==> src/logic/ob_consts.svh <==
`ifndef OB_CONSTS_SVH
`define OB_CONSTS_SVH

// Number of entries in one side of the book
`define OB_TABLE_N 17

// Inputs to the carry-save tree per round
`define OB_CSA_N 8

// Table muxes, two tree inputs go to the sum and carry accumulators
`define OB_MUX_N (`OB_CSA_N - 2)

// Rounds to cover the table, slots past the last entry read as zero
`define OB_ROUNDS_N ((`OB_TABLE_N + `OB_MUX_N - 1) / `OB_MUX_N)

// BCD digits in a price
`define OB_PRICE_DIGITS 4

// Quantity of one entry, and the accumulated total (17 x 255 fits in 13 bits)
`define OB_QTY_W 8
`define OB_ACC_W 13

`endif

==> src/logic/ob_book_pkg.sv <==
`include "ob_consts.svh"

package ob_book_pkg;

  // One BCD digit, 0 to 9
  typedef logic [3:0] bcd_digit_t;

  // Price as packed BCD, most significant digit on top
  // Digit order matches numeric order, so plain unsigned compares work
  typedef bcd_digit_t [`OB_PRICE_DIGITS-1:0] price_t;

  // Resting quantity of one table entry
  typedef logic [`OB_QTY_W-1:0] quantity_t;

  // Running total and command goal
  typedef logic [`OB_ACC_W-1:0] accum_quantity_t;

endpackage

==> src/logic/ob_count_pkg.sv <==
package ob_count_pkg;

  // Sequencer state
  // Top bit is the busy flag, so busy comes straight off the encoding
  typedef enum logic [4:0] {
    IDLE  = 5'b0_0000,
    // Rounds of table muxing
    ACCUM = 5'b1_0001,
    // Last round still in the staging register
    WAIT0 = 5'b1_0010,
    // Result settles in the accumulators
    WAIT1 = 5'b1_0011
  } count_state_t;

endpackage

==> src/logic/ob_csa_tree.sv <==
`include "ob_consts.svh"

module ob_csa_tree (
  input  ob_book_pkg::accum_quantity_t [`OB_CSA_N-1:0] addends,
  output ob_book_pkg::accum_quantity_t                 sum,
  output ob_book_pkg::accum_quantity_t                 carry
);
  import ob_book_pkg::*;

  accum_quantity_t [5:0] lvl1;
  accum_quantity_t [3:0] lvl2;
  accum_quantity_t [2:0] lvl3;

  // Full adder per bit, carry moved up one place and the top bit dropped
  function automatic void csa32(input accum_quantity_t a, input accum_quantity_t b,
                                input accum_quantity_t c, output accum_quantity_t s,
                                output accum_quantity_t co);
    s  = a ^ b ^ c;
    co = ((a & b) | (a & c) | (b & c)) << 1;
  endfunction

  // Tree wiring is fixed for eight inputs
  if (`OB_CSA_N != 8) begin : g_bad_degree
    $error("ob_csa_tree is wired for eight addends");
  end

  always_comb begin
    // 8 to 6
    csa32(addends[0], addends[1], addends[2], lvl1[0], lvl1[1]);
    csa32(addends[3], addends[4], addends[5], lvl1[2], lvl1[3]);
    lvl1[4] = addends[6];
    lvl1[5] = addends[7];
    // 6 to 4
    csa32(lvl1[0], lvl1[1], lvl1[2], lvl2[0], lvl2[1]);
    csa32(lvl1[3], lvl1[4], lvl1[5], lvl2[2], lvl2[3]);
    // 4 to 3
    csa32(lvl2[0], lvl2[1], lvl2[2], lvl3[0], lvl3[1]);
    lvl3[2] = lvl2[3];
    // 3 to 2, left redundant for the accumulator
    csa32(lvl3[0], lvl3[1], lvl3[2], sum, carry);
  end

endmodule

==> src/logic/ob_entry_select.sv <==
`include "ob_consts.svh"

module ob_entry_select #(
  parameter bit IS_ASK = 1'b1
) (
  input  logic                                       clk,
  input  ob_book_pkg::price_t    [`OB_TABLE_N-1:0]   tbl_price,
  input  ob_book_pkg::quantity_t [`OB_TABLE_N-1:0]   tbl_quantity,
  input  logic                   [`OB_TABLE_N-1:0]   tbl_vld,
  input  ob_book_pkg::price_t                        ctx_price,
  input  logic                   [`OB_ROUNDS_N-1:0]  round_sel,
  input  logic                                       stage_en,
  output ob_book_pkg::quantity_t [`OB_MUX_N-1:0]     lane_qty
);
  import ob_book_pkg::*;

  quantity_t [`OB_TABLE_N-1:0]                  entry_qty;
  quantity_t [`OB_MUX_N-1:0][`OB_ROUNDS_N-1:0]  slot_qty;
  quantity_t [`OB_MUX_N-1:0]                    lane_nxt;

  // Qualify each entry once, a blocked entry contributes zero
  for (genvar i = 0; i < `OB_TABLE_N; i++) begin : g_entry
    logic crosses;
    if (IS_ASK) begin : g_ask
      // Buyer reaches asks at or below the command price
      assign crosses = (tbl_price[i] <= ctx_price);
    end else begin : g_bid
      // Seller reaches bids at or above the command price
      assign crosses = (tbl_price[i] >= ctx_price);
    end
    assign entry_qty[i] = (tbl_vld[i] && crosses) ? tbl_quantity[i] : '0;
  end

  // Highest index in lane 0 of round 0, lanes fill before rounds
  for (genvar r = 0; r < `OB_ROUNDS_N; r++) begin : g_round
    for (genvar l = 0; l < `OB_MUX_N; l++) begin : g_lane
      localparam int IDX = `OB_TABLE_N - 1 - (r * `OB_MUX_N + l);
      if (IDX >= 0) begin : g_used
        assign slot_qty[l][r] = entry_qty[IDX];
      end else begin : g_pad
        // Past the table end
        assign slot_qty[l][r] = '0;
      end
    end
  end

  // One-hot AND-OR mux per lane
  always_comb begin
    lane_nxt = '0;
    for (int l = 0; l < `OB_MUX_N; l++) begin
      for (int r = 0; r < `OB_ROUNDS_N; r++) begin
        lane_nxt[l] = lane_nxt[l] | (slot_qty[l][r] & {`OB_QTY_W{round_sel[r]}});
      end
    end
  end

  // Staging register in front of the tree
  always_ff @(posedge clk) begin
    if (stage_en) begin
      lane_qty <= lane_nxt;
    end
  end

  a_sel_onehot: assert property (@(posedge clk) stage_en |-> $onehot(round_sel));

endmodule

==> src/logic/ob_accum.sv <==
`include "ob_consts.svh"

module ob_accum (
  input  logic                                         clk,
  input  logic                                         rst_n,
  input  ob_book_pkg::quantity_t [`OB_MUX_N-1:0]       lane_qty,
  input  logic                                         acc_init,
  input  logic                                         acc_upt,
  input  ob_book_pkg::accum_quantity_t                 ctx_goal,
  output ob_book_pkg::accum_quantity_t                 rsp_quantity,
  output logic                                         rsp_attained
);
  import ob_book_pkg::*;

  // Whole table at full quantity
  localparam int QTY_CEIL = `OB_TABLE_N * ((1 << `OB_QTY_W) - 1);

  accum_quantity_t [`OB_CSA_N-1:0] addends;
  accum_quantity_t                 sum_q;
  accum_quantity_t                 carry_q;
  accum_quantity_t                 sum_nxt;
  accum_quantity_t                 carry_nxt;

  // Lanes zero extended, then last round's redundant pair fed back
  always_comb begin
    for (int i = 0; i < `OB_MUX_N; i++) begin
      addends[i] = accum_quantity_t'(lane_qty[i]);
    end
    addends[`OB_CSA_N-2] = sum_q;
    addends[`OB_CSA_N-1] = carry_q;
  end

  ob_csa_tree u_csa_tree (
    .addends (addends),
    .sum     (sum_nxt),
    .carry   (carry_nxt)
  );

  always_ff @(posedge clk or negedge rst_n) begin
    if (!rst_n) begin
      sum_q   <= '0;
      carry_q <= '0;
    end else if (acc_init) begin
      sum_q   <= '0;
      carry_q <= '0;
    end else if (acc_upt) begin
      sum_q   <= sum_nxt;
      carry_q <= carry_nxt;
    end
  end

  // Single carry-propagate add resolves the redundant form
  assign rsp_quantity = sum_q + carry_q;
  assign rsp_attained = (rsp_quantity >= ctx_goal);

  a_qty_ceil: assert property (@(posedge clk) disable iff (!rst_n)
    int'(rsp_quantity) <= QTY_CEIL);

endmodule

==> src/logic/ob_count_ctrl.sv <==
`include "ob_consts.svh"

module ob_count_ctrl (
  input  logic                         clk,
  input  logic                         rst_n,
  input  logic                         cmd_vld,
  input  ob_book_pkg::price_t          cmd_price,
  input  ob_book_pkg::quantity_t       cmd_quantity,
  output logic                         busy,
  output ob_book_pkg::price_t          ctx_price,
  output ob_book_pkg::accum_quantity_t ctx_goal,
  output logic [`OB_ROUNDS_N-1:0]      round_sel,
  output logic                         stage_en,
  output logic                         acc_init,
  output logic                         acc_upt
);
  import ob_book_pkg::*;
  import ob_count_pkg::*;

  count_state_t state_q;
  count_state_t state_nxt;
  logic         accept;
  logic         last_round;

  // Commands only land while idle, anything else is dropped
  assign accept     = (state_q == IDLE) && cmd_vld;
  assign last_round = round_sel[`OB_ROUNDS_N-1];

  always_comb begin
    state_nxt = state_q;
    case (state_q)
      IDLE: begin
        if (cmd_vld) begin
          state_nxt = ACCUM;
        end
      end
      ACCUM: begin
        if (last_round) begin
          state_nxt = WAIT0;
        end
      end
      WAIT0:   state_nxt = WAIT1;
      WAIT1:   state_nxt = IDLE;
      default: state_nxt = IDLE;
    endcase
  end

  // Busy follows the next state, so it rises with the accepted strobe
  assign busy = state_nxt[$bits(count_state_t)-1];

  // Stage every round; the accumulator trails the staging register by one
  assign stage_en = (state_q == ACCUM);
  assign acc_init = accept;
  assign acc_upt  = ((state_q == ACCUM) && !round_sel[0]) || (state_q == WAIT0);

  always_ff @(posedge clk or negedge rst_n) begin
    if (!rst_n) begin
      state_q   <= IDLE;
      round_sel <= '0;
      ctx_price <= '0;
      ctx_goal  <= '0;
    end else begin
      state_q <= state_nxt;
      // Round pointer walks one lane group per cycle, drops out after the last
      if (accept) begin
        round_sel <= `OB_ROUNDS_N'(1);
      end else if (stage_en) begin
        round_sel <= round_sel << 1;
      end
      // Context held for the whole command and the response after it
      if (accept) begin
        ctx_price <= cmd_price;
        ctx_goal  <= accum_quantity_t'(cmd_quantity);
      end
    end
  end

  a_round_onehot: assert property (@(posedge clk) disable iff (!rst_n)
    (state_q == ACCUM) |-> $onehot(round_sel));

  a_init_upt_excl: assert property (@(posedge clk) disable iff (!rst_n)
    !(acc_init && acc_upt));

endmodule

==> src/logic/ob_count_top.sv <==
`include "ob_consts.svh"

module ob_count_top #(
  parameter bit IS_ASK = 1'b1
) (
  input  logic                                     clk,
  input  logic                                     rst_n,
  input  logic                                     cmd_vld,
  input  ob_book_pkg::price_t                      cmd_price,
  input  ob_book_pkg::quantity_t                   cmd_quantity,
  input  ob_book_pkg::price_t    [`OB_TABLE_N-1:0] tbl_price,
  input  ob_book_pkg::quantity_t [`OB_TABLE_N-1:0] tbl_quantity,
  input  logic                   [`OB_TABLE_N-1:0] tbl_vld,
  output logic                                     busy,
  output ob_book_pkg::accum_quantity_t             rsp_quantity,
  output logic                                     rsp_attained
);
  import ob_book_pkg::*;

  // Control to datapath
  price_t                      ctx_price;
  accum_quantity_t             ctx_goal;
  logic [`OB_ROUNDS_N-1:0]     round_sel;
  logic                        stage_en;
  logic                        acc_init;
  logic                        acc_upt;
  // Staged lanes into the tree
  quantity_t [`OB_MUX_N-1:0]   lane_qty;

  ob_count_ctrl u_ctrl (
    .clk          (clk),
    .rst_n        (rst_n),
    .cmd_vld      (cmd_vld),
    .cmd_price    (cmd_price),
    .cmd_quantity (cmd_quantity),
    .busy         (busy),
    .ctx_price    (ctx_price),
    .ctx_goal     (ctx_goal),
    .round_sel    (round_sel),
    .stage_en     (stage_en),
    .acc_init     (acc_init),
    .acc_upt      (acc_upt)
  );

  ob_entry_select #(.IS_ASK(IS_ASK)) u_select (
    .clk          (clk),
    .tbl_price    (tbl_price),
    .tbl_quantity (tbl_quantity),
    .tbl_vld      (tbl_vld),
    .ctx_price    (ctx_price),
    .round_sel    (round_sel),
    .stage_en     (stage_en),
    .lane_qty     (lane_qty)
  );

  ob_accum u_accum (
    .clk          (clk),
    .rst_n        (rst_n),
    .lane_qty     (lane_qty),
    .acc_init     (acc_init),
    .acc_upt      (acc_upt),
    .ctx_goal     (ctx_goal),
    .rsp_quantity (rsp_quantity),
    .rsp_attained (rsp_attained)
  );

endmodule

==> config.mk <==
export PLATFORM = sky130hd
export DESIGN_NAME = ob_count_top
export DESIGN_NICKNAME = d
export VERILOG_FILES = /design/src/logic/ob_book_pkg.sv /design/src/logic/ob_count_pkg.sv /design/src/logic/ob_csa_tree.sv /design/src/logic/ob_entry_select.sv /design/src/logic/ob_accum.sv /design/src/logic/ob_count_ctrl.sv /design/src/logic/ob_count_top.sv
export VERILOG_INCLUDE_DIRS = /design/src /design/src/logic
export SDC_FILE = /design/constraint.sdc
export NUM_CORES = 1
export LEC_CHECK = 0
export BUFFER_PORTS_ARGS = -buffer_cell sky130_fd_sc_hd__buf_2
export CAP_MARGIN = 0
export CORE_AREA = 2 2 180 182
export DETAILED_ROUTE_END_ITERATION = 12
export DIE_AREA = 0 0 182 184
export GPL_TIMING_DRIVEN = 0
export PLACE_DENSITY = 0.7
export SYNTH_ARGS = -nofsm -noshare
export SYNTH_HDL_FRONTEND = slang
export SYNTH_SLANG_ARGS = --single-unit
==> constraint.sdc <==
create_clock -name clk -period 5.3 [get_ports clk]
set_input_delay 0.53 -clock clk [delete_from_list [all_inputs] [get_ports clk]]
set_output_delay 0.53 -clock clk [all_outputs]
set_load 0.005 [all_outputs]
# Word level (Yosys, flattened, before mapping)
# Cells that the tools add are included.
[word_totals]
regBits = 106
in_bits = 452
output_inout_bits = 15
word_cells = 160
[op_classes]
add_sub_neg = 1
magnitude_cmp = 18
n_eq_ne = 4
mux = 26
n_bitwise = 70
n_reduce_logical = 25
[ops]
columns = ["cell", "n"]
rows = [
  ["<= comparator 16 bit", 17],
  ["bitwise AND 8 bit", 23],
  ["2-to-1 mux 8 bit", 17],
  ["bitwise OR 8 bit", 15],
  ["bitwise AND 12 bit", 7],
  ["bitwise OR 12 bit", 7],
  ["2-to-1 mux 13 bit", 4],
  ["bitwise XOR 13 bit", 4],
  ["bitwise XOR 8 bit", 4],
  ["bitwise XOR 9 x 13 -> 13 bit", 2],
  ["bitwise AND 9 x 12 -> 12 bit", 2],
  ["logical AND 1 bit", 19],
  ["one-hot mux 5 bit (3 select lines)", 1],
  ["adder 13 bit", 1],
  ["greater-or-equal comparator 13 x 8 -> 1 bit", 1],
  ["bitwise AND 12 x 8 -> 12 bit", 1],
  ["bitwise AND 12 x 9 -> 12 bit", 1],
  ["bitwise OR 12 x 9 -> 12 bit", 1],
  ["equality test 5 bit (second input constant)", 2],
  ["2-to-1 mux 5 bit", 2],
  ["bitwise AND 9 x 8 -> 9 bit", 1],
  ["bitwise XOR 8 x 9 -> 9 bit", 1],
  ["bitwise XOR 9 x 8 -> 9 bit", 1],
  ["2-to-1 mux 3 bit", 2],
  ["7 further kinds", 8],
]

# Longest topological paths before layout
# Gate-level depths: netlist of the first run.
[logic_depth]
depth_word = 14
ltp_mapped = 13
depth_no_buf = 13

# By module
# A second synthesis of the first run with hierarchy kept.
[hier_totals]
cells_unflattened = 1527
hier_area_um2 = 14127.3
[by_module_without_submodules]
columns = ["mod", "instances", "cells_per_inst", "area_per_inst_um2", "seq_area_each_um2"]
rows = [
  ["ob_entry_select", 1, 1068, 9092.5, 1441.4],
  ["ob_accum", 1, 201, 1915.6, 650.6],
  ["ob_csa_tree", 1, 174, 1886.8, 0.0],
  ["ob_count_ctrl", 1, 84, 1232.4, 750.7],
]

# Least setup slack after synthesis of the first run
# Ideal clock, no wire load.
[synth_timing]
kind = "register to output"
from = "register u_accum.carry_q[2]"
to = "output port rsp_attained"
arrival_ns = 2.374
t_required_ns = 4.770
setup_slack_ns = 2.396
path_stages_with_launch = 13
path_buffers = 0
path_cell_list = "dfrtp_1 -> ha_1 -> inv_1 -> fa_1 -> nor2b_1 -> o21a_1 -> nor2_1 -> xnor2_1 -> ha_1 -> a211oi_1 -> a31oi_1 -> nor4_1 -> nand3b_1"
[synth_between]
elab_chain_cells = 2
[synth_rtl]
columns = ["element", "line_no", "text"]
rows = [
  ["from (decl)", "ob_accum.sv:20", "accum_quantity_t carry_q;"],
  ["from (signal assigned)", "ob_accum.sv:48", "carry_q <= carry_nxt;"],
  ["adder 13 bit", "ob_accum.sv:53", "assign rsp_quantity = sum_q + carry_q;"],
  ["via rsp_quantity[6]", "ob_count_top.sv:15", "output ob_book_pkg::accum_quantity_t rsp_quantity,"],
  ["greater-or-equal comparator 13 x 8 -> 1 bit", "ob_accum.sv:54", "assign rsp_attained = (rsp_quantity >= ctx_goal);"],
  ["to (decl)", "ob_count_top.sv:16", "output logic rsp_attained"],
]
# The timed path passes the listed nets, and every way through them passes these cells.

==> results.yml, run 1 <==
logic_synthesis:
  synthSimpleGateAreaFrac: 0.164
  synth-async-reset-ratio: 0.529
  yosysSeqAreaShare: 0.227
  synthMuxAreaShare: 0.000812
  synth-edff-count: 48
  synth_cell_types: 59
  synth_xor_area_frac: 0.00640
  syn_inst: 1338
  synth_ff_type: "dfrtp_1"
  synth-adder-area-share: 0.380
  synth_nets: 2135
  synth_area_mm2: 0.0123
  synth_top_family_by_area: "adder cells"
  synth-warning-count: 0
  synth_seq_cells: 102
  syn_area_per_cell_um2: 9.21
  synth_compound_area_frac: 0.179
power_and_ir_drop:
  peakVddDrop_mv: 0.218
  power_mw: 7.17
  power_density_mw_per_mm2: 461
  power_leakage_nw: 7.71
cts:
  numCtsBuffers: 9
  clock_sinks: 102
  cts_max_level: 3
  cts_buffer_depth: 2
  cts_tree: "done"
  postCtsHoldBufs: 0
  postCtsSetupRepairBufs: 0
  ctsRootBufferMaster: "clkbuf_16"
  clkTransAtPathRegs_ns: 0.08
  ctsResizeCount: 0
  clk_latency_ns: 0.35
floorplan:
  core_mm2: 0.0314
  dieWidth_um: 182
  dieArea_mm2: 0.0335
  io_pins: 467
  die_y_um: 184
  placementRows: 65
  initial_core_util: 0.393
critical_path:
  r2r_end: "u_select.lane_qty[21]$_DFFE_PN_"
  r2r_start: "u_ctrl.ctx_price[5]$_DFFE_PN0P_"
  crit_type: "register to register"
  slowest_delay_ns: 1.05
  crit_chain: "inv_1 > ha_1 > a21oi_1 > o21ai_0 > a22o_1 > o21ai_1 > a221o_1"
  critPathMaxFanout: 18
  path_depth: 7
  cp-endpoint: "u_select.lane_qty[21]$_DFFE_PN_"
  end_kind: "register"
  start_kind: "register"
  arrival_ns: 4.01
  r2r_cells: 7
  worst_path_max_delay_cell: "o21ai_1"
  cp-startpoint: "u_ctrl.ctx_price[5]$_DFFE_PN0P_"
  crit_buf_inv: 1
  reg2reg_setup_slack_ns: 1.47
  crit_family: "compound AO/OA/AOI/OAI gates"
  required_ns: 5.48
route:
  firstDrtPassIters: 5
  vias: 12676
  via_per_inst: 5.66
  wl_um: 49200
  route.detailed.drc: 0
  detail-route-antenna-nets: 0
  drt_iter0_markers: 771
  wl_per_cell_um: 22.0
placed_design:
  dp.cells: 2209
  port-buffer-count: 466
  dp_hpwl_um: 40200
  place_area_mm2: 0.0152
  place_congestion: 0.913
global_routing:
  grt_pass1_wl_um: 71500
  met2_usage: 0.512
  antenna_found_initial: 16
  grtUsageMet3: 0.0422
  top_usage_layer: "met2"
  track_usage: 0.284
  overflow: 0
  use_met1: 0.337
  grt_max_degree: 55
  grt_pass1_vias: 12493
hold_path:
  hp-class: "input pin to register"
run_status:
  status: "finished clean"
finish:
  instances_no_fill: 2238
  drive_above_1_share: 0.277
  final_cell_area_mm2: 0.0155
  fin_nets: 2615
  n_fill_cell: 3019
  syn2layout_area_growth_pct: 26.0
sta:
  worstMarginPinSlew_ns: 1.39
  maxSlewViolCount: 0
  max_slew_margin: 0.0690
  finalSetupTns_ns: 0
  setup_violations: 0
  rsz0062_at_grt: "no"
  fmax_mhz: 261
  fin_crit_ns: 3.83
  hold_violations: 0
  finalClockSkew_ns: 0.0151
  final.period_utilization: 0.722
run:
  cap_violations: 0
## placed cells by master (no fill, tap or decap), types with 9 or more instances in the layout
cell type	count
a21o_1	12
dfrtp_1	54
nor3_1	17
nand3_1	19
nor4_1	16
o21ai_1	10
nor2_1	39
a21boi_0	9
a21oi_1	113
ha_1	296
buf_2	467
inv_1	121
nand4_1	59
clkbuf_16	9
o21ai_0	75
a221o_1	40
diode_2	13
a211oi_1	13
nor2b_1	39
nand2_1	167
and2_1	11
o211ai_1	16
a22o_1	10
edfxtp_1	48
fa_1	49
clkbuf_1	16
## how the worst min path moves through the flow
stage	end	slack (ns)	cells after the start	start
after floorplan	u_accum.carry_q[10]$_DFFE_PN0P_	0.23	0	rst_n
after global placement	u_accum.sum_q[9]$_DFFE_PN0P_	0.47	2	u_accum.sum_q[9]$_DFFE_PN0P_
after detailed placement	u_ctrl.ctx_goal[0]$_DFFE_PN0P_	0.48	2	u_ctrl.ctx_goal[0]$_DFFE_PN0P_
after CTS	u_ctrl.ctx_price[10]$_DFFE_PN0P_	0.37	3	cmd_price[10]
after global routing	u_ctrl.ctx_price[8]$_DFFE_PN0P_	0.39	3	cmd_price[8]
final	u_ctrl.ctx_goal[7]$_DFFE_PN0P_	0.38	3	cmd_quantity[7]
## final cells by class
cell class / instances / area (um^2) / area share
timing repair buffer: 469 / 2370 / 0.153
buffer: 19 / 80.1 / 0.00515
inverter: 122 / 458 / 0.0295
tap: 402 / 503 / 0.0324
clock buffer: 10 / 229 / 0.0147
clock inverter: 6 / 55.1 / 0.00354
antenna: 13 / 32.5 / 0.00209
sequential: 102 / 2790 / 0.180
multi-input combinational: 1095 / 9010 / 0.580
## metal layers
metal	share of wire	vias to the layer above
met3	0.064	124
met1	0.39	6074
met4	0.044	8
met5	0.0011	-
met2	0.50	516
li1	-	5954
## power by group
group          leakage [nW]  internal (mW)  switching [mW]
Clock                 0.141          0.329           0.312
Sequential             1.14           1.12           0.167
Combinational          6.43           2.03            3.21
Total                  7.71           3.48            3.69
## flip-flops by register name, summed over array words and instances, names as in the netlist
| signal | count |
|---|---|
| u_ctrl.ctx_goal | 8 |
| u_select.lane_qty | 48 |
| u_ctrl.ctx_price | 16 |
| u_accum.carry_q | 11 |
| u_ctrl.round_sel | 3 |
| u_accum.sum_q | 13 |
| u_ctrl.state_q | 3 |
## synth_stat cells, types with 8 or more instances
| library cell | n | area [um^2] |
|---|---|---|
| a21o_1 | 12 | 90.1 |
| clkbuf_1 | 15 | 56.3 |
| o21ai_1 | 10 | 50.1 |
| nor3_1 | 18 | 90.1 |
| ha_1 | 296 | 3700 |
| a21oi_1 | 113 | 566 |
| nand3_1 | 19 | 95.1 |
| a211oi_1 | 13 | 97.6 |
| inv_1 | 122 | 458 |
| a22o_1 | 10 | 87.6 |
| o211ai_1 | 16 | 120 |
| a221o_1 | 40 | 400 |
| fa_1 | 49 | 981 |
| and2_1 | 11 | 68.8 |
| nor4_1 | 16 | 100 |
| dfrtp_1 | 54 | 1350 |
| nand2_1 | 167 | 627 |
| nor2b_1 | 39 | 244 |
| nand4_1 | 59 | 369 |
| o21ai_0 | 75 | 375 |
| nor2_1 | 39 | 146 |
| a21boi_0 | 9 | 67.6 |
| edfxtp_1 | 48 | 1440 |
| or3_1 | 8 | 50.1 |
## through the flow
stage	hold WS (ns)	setup WS, ns	util
after floorplan	0.234	2.40	-
after global placement	0.467	0.774	0.483
after detailed placement	0.480	1.52	0.485
after CTS	0.370	1.48	0.494
after global routing	0.386	1.35	0.495
final	0.376	1.47	0.495
## kinds of logic after synthesis
group	after synthesis
and+or+nand+nor	405
adders and majority gates	345
AOI/OAI and AO/OA	335
DFF	102
buffers and inverters	141
muxes	1
xor gates and xnor gates	9
## tightest hold or removal path: stages
cell,delay [ns]
buf_2,0.07
nand2_1,0.04
o21ai_0,0.06
Power figures use the tool's default switching activity.
==> inputs of run 2 (changes only) <==
==> constraint.sdc (replaced) <==
create_clock -name clk -period 3.85 [get_ports clk]
set_input_delay 0.385 -clock clk [delete_from_list [all_inputs] [get_ports clk]]
set_output_delay 0.385 -clock clk [all_outputs]
set_load 0.005 [all_outputs]
==> run 2 against run 1 <==
Net effect: total power rose by 38%; hold slack got worse by 0.15 ns; via count fell by 0.14%; critical path type unchanged; critical endpoint is now u_select.lane_qty[27]$_DFFE_PN_.
==> results.yml, run 2 (synthesized netlist as in run 1, its figures left out) <==
critical_path:
  critPathMaxFanout: 18
  r2r_start: "u_ctrl.ctx_price[5]$_DFFE_PN0P_"
  cp-startpoint: "u_ctrl.ctx_price[5]$_DFFE_PN0P_"
  start_kind: "register"
  end_kind: "register"
  crit_type: "register to register"
  arrival_ns: 3.95
  required_ns: 4.04
route:
  firstDrtPassIters: 6
  route.detailed.drc: 0
  wl_um: 49300
  vias: 12658
  detail-route-antenna-nets: 0
  wl_per_cell_um: 22.0
  via_per_inst: 5.66
  drt_iter0_markers: 779
floorplan:
  io_pins: 467
  dieWidth_um: 182
  core_mm2: 0.0314
  placementRows: 65
  initial_core_util: 0.393
  die_y_um: 184
  dieArea_mm2: 0.0335
finish:
  multi_input_area_mm2: 0.00903
  top_register: "u_select.lane_qty"
  drive_above_1_share: 0.278
  largestRegisters: "u_select.lane_qty x48, u_ctrl.ctx_price x16, u_accum.sum_q x13"
  final_common_cell: "buf_2"
  syn2layout_area_growth_pct: 26.2
  final_cell_mix: "buf_2 (467), ha_1 (296), nand2_1 (167)"
  seqCellArea_mm2: 0.00279
  final_util: 0.495
  final_cell_area_mm2: 0.0156
  n_fill_cell: 3015
  fin_nets: 2615
  largest_reg_flops: 48
  instances_no_fill: 2236
sta:
  worst_slack_ns: 0.0889
  setup_violations: 0
  worst_hold_slack_ns: 0.231
  fmax_mhz: 266
  hold_violations: 0
  finalClockSkew_ns: 0.0148
  fin_crit_ns: 3.76
  max_slew_margin: 0.126
  final.period_utilization: 0.977
  maxSlewViolCount: 0
  rsz0062_at_grt: "no"
  finalSetupTns_ns: 0
  worstMarginPinSlew_ns: 1.31
placed_design:
  dp_slack_ns: 0.0660
  dp_hpwl_um: 40200
  place_area_mm2: 0.0152
  place_congestion: 0.913
  port-buffer-count: 466
  dp.cells: 2209
hold_path:
  hold_start: "cmd_quantity[7]"
  hp-class: "input pin to register"
cts:
  cts_max_level: 3
  ctsRootBufferMaster: "clkbuf_16"
  clock_sinks: 102
  clk_latency_ns: 0.35
  clkTransAtPathRegs_ns: 0.08
  numCtsBuffers: 9
  cts_buffer_depth: 2
  cts_tree: "done"
power_and_ir_drop:
  power_mw: 9.89
  p_int_mw: 4.79
  power_leakage_nw: 7.71
  combPwrFrac: 0.732
  peakVddDrop_mv: 0.299
  power_density_mw_per_mm2: 636
  p_sw_frac: 0.516
  p_seq_frac: 0.179
  p_clk_frac: 0.089
  p_sw_mw: 5.10
global_routing:
  track_usage: 0.284
  overflow: 0
  antenna_found_initial: 16
  grt_pass1_vias: 12493
  grt_max_degree: 55
  grt_pass1_wl_um: 71500
run_status:
  status: "finished clean"
run:
  cap_violations: 0
## run 2: final timing paths
path / end / slack [ns] / cells past startpoint
min in group asynchronous: u_ctrl.ctx_goal[6]$_DFFE_PN0P_ / 0.29 / 1
max in group asynchronous: u_ctrl.round_sel[2]$_DFFE_PN0P_ / 2.83 / 1
min: u_ctrl.ctx_goal[7]$_DFFE_PN0P_ / 0.23 / 3
max reg2reg: u_select.lane_qty[27]$_DFFE_PN_ / 0.09 / 8
max: u_select.lane_qty[27]$_DFFE_PN_ / 0.09 / 8
min reg2reg: u_ctrl.ctx_goal[0]$_DFFE_PN0P_ / 0.50 / 2
## run 2: area by class of cell
cell class                      instances  share of cell area
Antenna cell                           11             0.00177
Clock buffer                           10              0.0147
Clock inverter                          6             0.00354
Timing Repair Buffer                  469               0.153
Buffer                                 19             0.00515
Inverter                              122              0.0294
Multi-Input combinational cell       1095               0.581
Tap cell                              402              0.0323
Sequential cell                       102               0.180
## run 2: timing repair
item	4_1_cts	5_1_grt
endpoints found under the setup margin	0	9
setup buffers	0	0
resized for setup	0	4
hold buffers	0	0
## run 2: power groups by stage
stage | clock (mW) | combinational (mW) | sequential, mW
after global placement | 0 | 6.89 | 1.79
after global routing | 0.945 | 8.29 | 1.80
after floorplan | 0 | 4.88 | 1.71
final | 0.883 | 7.24 | 1.77
after detailed placement | 0 | 7.16 | 1.79
after CTS | 0.900 | 7.22 | 1.77
## run 2: per-layer routing
| layer | global-route usage | part of all wire |
|---|---|---|
| met1 | 0.337 | 0.39 |
| met2 | 0.512 | 0.51 |
| met3 | 0.0422 | 0.062 |
| met4 | 0.120 | 0.043 |
| met5 | 0 | 0.0011 |
## run 2: critical path, stage by stage, from the launching register on
cell     delay [ns]
dfrtp_1        0.36
inv_1          0.91
ha_1           0.43
a21oi_1        0.18
o21a_1         0.16
o22ai_1        0.11
o31ai_2        1.00
and2_0         0.25
a221o_1        0.16
==> inputs of run 3 (changes only) <==
--- a/config.mk
+++ b/config.mk
@@ -7,8 +7,9 @@
 export NUM_CORES = 1
 export LEC_CHECK = 0
 export BUFFER_PORTS_ARGS = -buffer_cell sky130_fd_sc_hd__buf_2
-export CAP_MARGIN = 0
+export CAP_MARGIN = 20
 export CORE_AREA = 2 2 180 182
+export CTS_BUF_LIST = sky130_fd_sc_hd__clkbuf_4
 export DETAILED_ROUTE_END_ITERATION = 12
 export DIE_AREA = 0 0 182 184
 export GPL_TIMING_DRIVEN = 0
==> run 3 against run 2 <==
Net effect: final cell count grew 0.85%; maximum frequency rose by 2.9%; clock power is 37% lower; critical endpoint is now u_select.lane_qty[21]$_DFFE_PN_.
==> results.yml, run 3 (synthesized netlist as in run 1, its figures left out) <==
power_and_ir_drop:
  power_density_mw_per_mm2: 623
  power_mw: 9.72
  power_leakage_nw: 7.74
  peakVddDrop_mv: 0.339
cts:
  clock_sinks: 102
  ctsRootBufferMaster: "clkbuf_4"
  cts_max_level: 3
  clkTransAtPathRegs_ns: 0.19
  cts_tree: "done"
  clk_latency_ns: 0.48
  numCtsBuffers: 9
  cts_buffer_depth: 2
placed_design:
  dp_hpwl_um: 41000
  place_congestion: 0.913
  port-buffer-count: 466
  dp.cells: 2219
  place_area_mm2: 0.0154
finish:
  fin_nets: 2630
  final_common_cell: "buf_2"
  instances_no_fill: 2255
  syn2layout_area_growth_pct: 26.6
  final_cell_mix: "buf_2 (467), ha_1 (295), nand2_1 (167)"
  largest_reg_flops: 48
  final_cell_area_mm2: 0.0156
  largestRegisters: "u_select.lane_qty x48, u_ctrl.ctx_price x16, u_accum.sum_q x13"
  drive_above_1_share: 0.284
  top_register: "u_select.lane_qty"
route:
  wl_per_cell_um: 21.8
  via_per_inst: 5.60
  wl_um: 49200
  detail-route-antenna-nets: 0
  vias: 12625
  drt_iter0_markers: 805
  firstDrtPassIters: 5
  route.detailed.drc: 0
critical_path:
  slowest_delay_ns: 0.74
  required_ns: 4.08
  arrival_ns: 3.88
  crit_type: "register to register"
  critPathMaxFanout: 18
  end_kind: "register"
  start_kind: "register"
  crit_chain: "inv_1 > ha_1 > nand4_2 > or4_1 > a21o_1 > a41oi_4 > nor2b_1 > a221o_1"
  worst_path_max_delay_cell: "inv_1"
floorplan:
  initial_core_util: 0.393
  placementRows: 65
  die_y_um: 184
  core_mm2: 0.0314
  dieWidth_um: 182
  dieArea_mm2: 0.0335
  io_pins: 467
run_status:
  status: "finished clean"
global_routing:
  grt_max_degree: 44
  antenna_found_initial: 18
  overflow: 0
  grt_pass1_vias: 12464
  grt_pass1_wl_um: 71400
  track_usage: 0.285
sta:
  maxSlewViolCount: 0
  fin_crit_ns: 3.66
  max_slew_margin: 0.228
  setup_violations: 0
  worstMarginPinSlew_ns: 1.16
  fmax_mhz: 274
  finalClockSkew_ns: 0.0366
  hold_violations: 0
  final.period_utilization: 0.949
  rsz0062_at_grt: "no"
run:
  cap_violations: 0
hold_path:
  hp-class: "input pin to register"
[run 3: power breakdown]
| group | leakage (nW) | internal [mW] | total [mW] | switching (mW) |
|---|---|---|---|---|
| logic | 6.54 | 2.94 | 7.44 | 4.50 |
| registers | 1.14 | 1.54 | 1.73 | 0.192 |
| clock network | 0.0707 | 0.153 | 0.554 | 0.401 |
| total | 7.74 | 4.63 | 9.72 | 5.09 |
[run 3: timing repair]
item | CTS | global route
gates resized for setup | 0 | 3
endpoints found under the setup margin | 0 | 1
setup buffers | 0 | 3
hold endpoints to repair | 28 | 0
hold buffers | 1 | 0
[run 3: worst max-delay path: cells and delay by family (launching register included)]
| kind | cells | cell delay [ns] |
|---|---|---|
| AND/OR/NAND/NOR | 3 | 0.95 |
| AO/OA/AOI/OAI | 3 | 1.00 |
| buffers and inverters | 1 | 0.74 |
| adder cells (fa/ha/maj) | 1 | 0.28 |
| flip-flops | 1 | 0.40 |
[run 3: area by class of cell]
class | instances | area [um^2]
Tap cell | 402 | 503
Buffer | 19 | 80.1
Clock buffer | 10 | 75.1
Inverter | 122 | 458
Clock inverter | 6 | 56.3
Timing Repair Buffer | 484 | 2590
Antenna cell | 15 | 37.5
Multi-Input combinational cell | 1095 | 9010
Fill cell | 3027 | 15800
Sequential cell | 102 | 2790
[run 3: layer usage]
metal	vias up	wire length, um	GRT usage	share of wire
li1	5985	-	-	-
met1	5950	18500	0.331	0.38
met2	558	24800	0.513	0.50
met3	124	3660	0.0507	0.074
met4	8	2230	0.125	0.045
met5	-	52	0	0.0011
[run 3: metrics by stage]
step	hold WS [ns]	setup WS, ns	setup TNS [ns]	utilization
after global placement	0.467	-0.676	-9.49	0.483
after detailed placement	0.464	0.155	0	0.490
final	0.0925	0.195	0	0.497
after floorplan	0.0894	1.04	0	-
after CTS	0.0770	0.0969	0	0.494
after global routing	0.0766	0.00273	0	0.497
[run 3: worst paths after layout]
path                                                         to                        startpoint  slack, ns  cells past startpoint
worst max-delay path            u_select.lane_qty[21]$_DFFE_PN_  u_ctrl.ctx_price[13]$_DFFE_PN0P_       0.19                      8
worst min register to register   u_ctrl.ctx_goal[0]$_DFFE_PN0P_    u_ctrl.ctx_goal[0]$_DFFE_PN0P_       0.51                      2
max in group asynchronous         u_ctrl.state_q[1]$_DFFE_PN0P_                             rst_n       2.78                      3
min in group asynchronous        u_ctrl.ctx_goal[7]$_DFFE_PN0P_                             rst_n       0.47                      2
worst max register to register  u_select.lane_qty[21]$_DFFE_PN_  u_ctrl.ctx_price[13]$_DFFE_PN0P_       0.19                      8
worst min-delay path             u_ctrl.ctx_goal[7]$_DFFE_PN0P_                   cmd_quantity[7]       0.09                      3
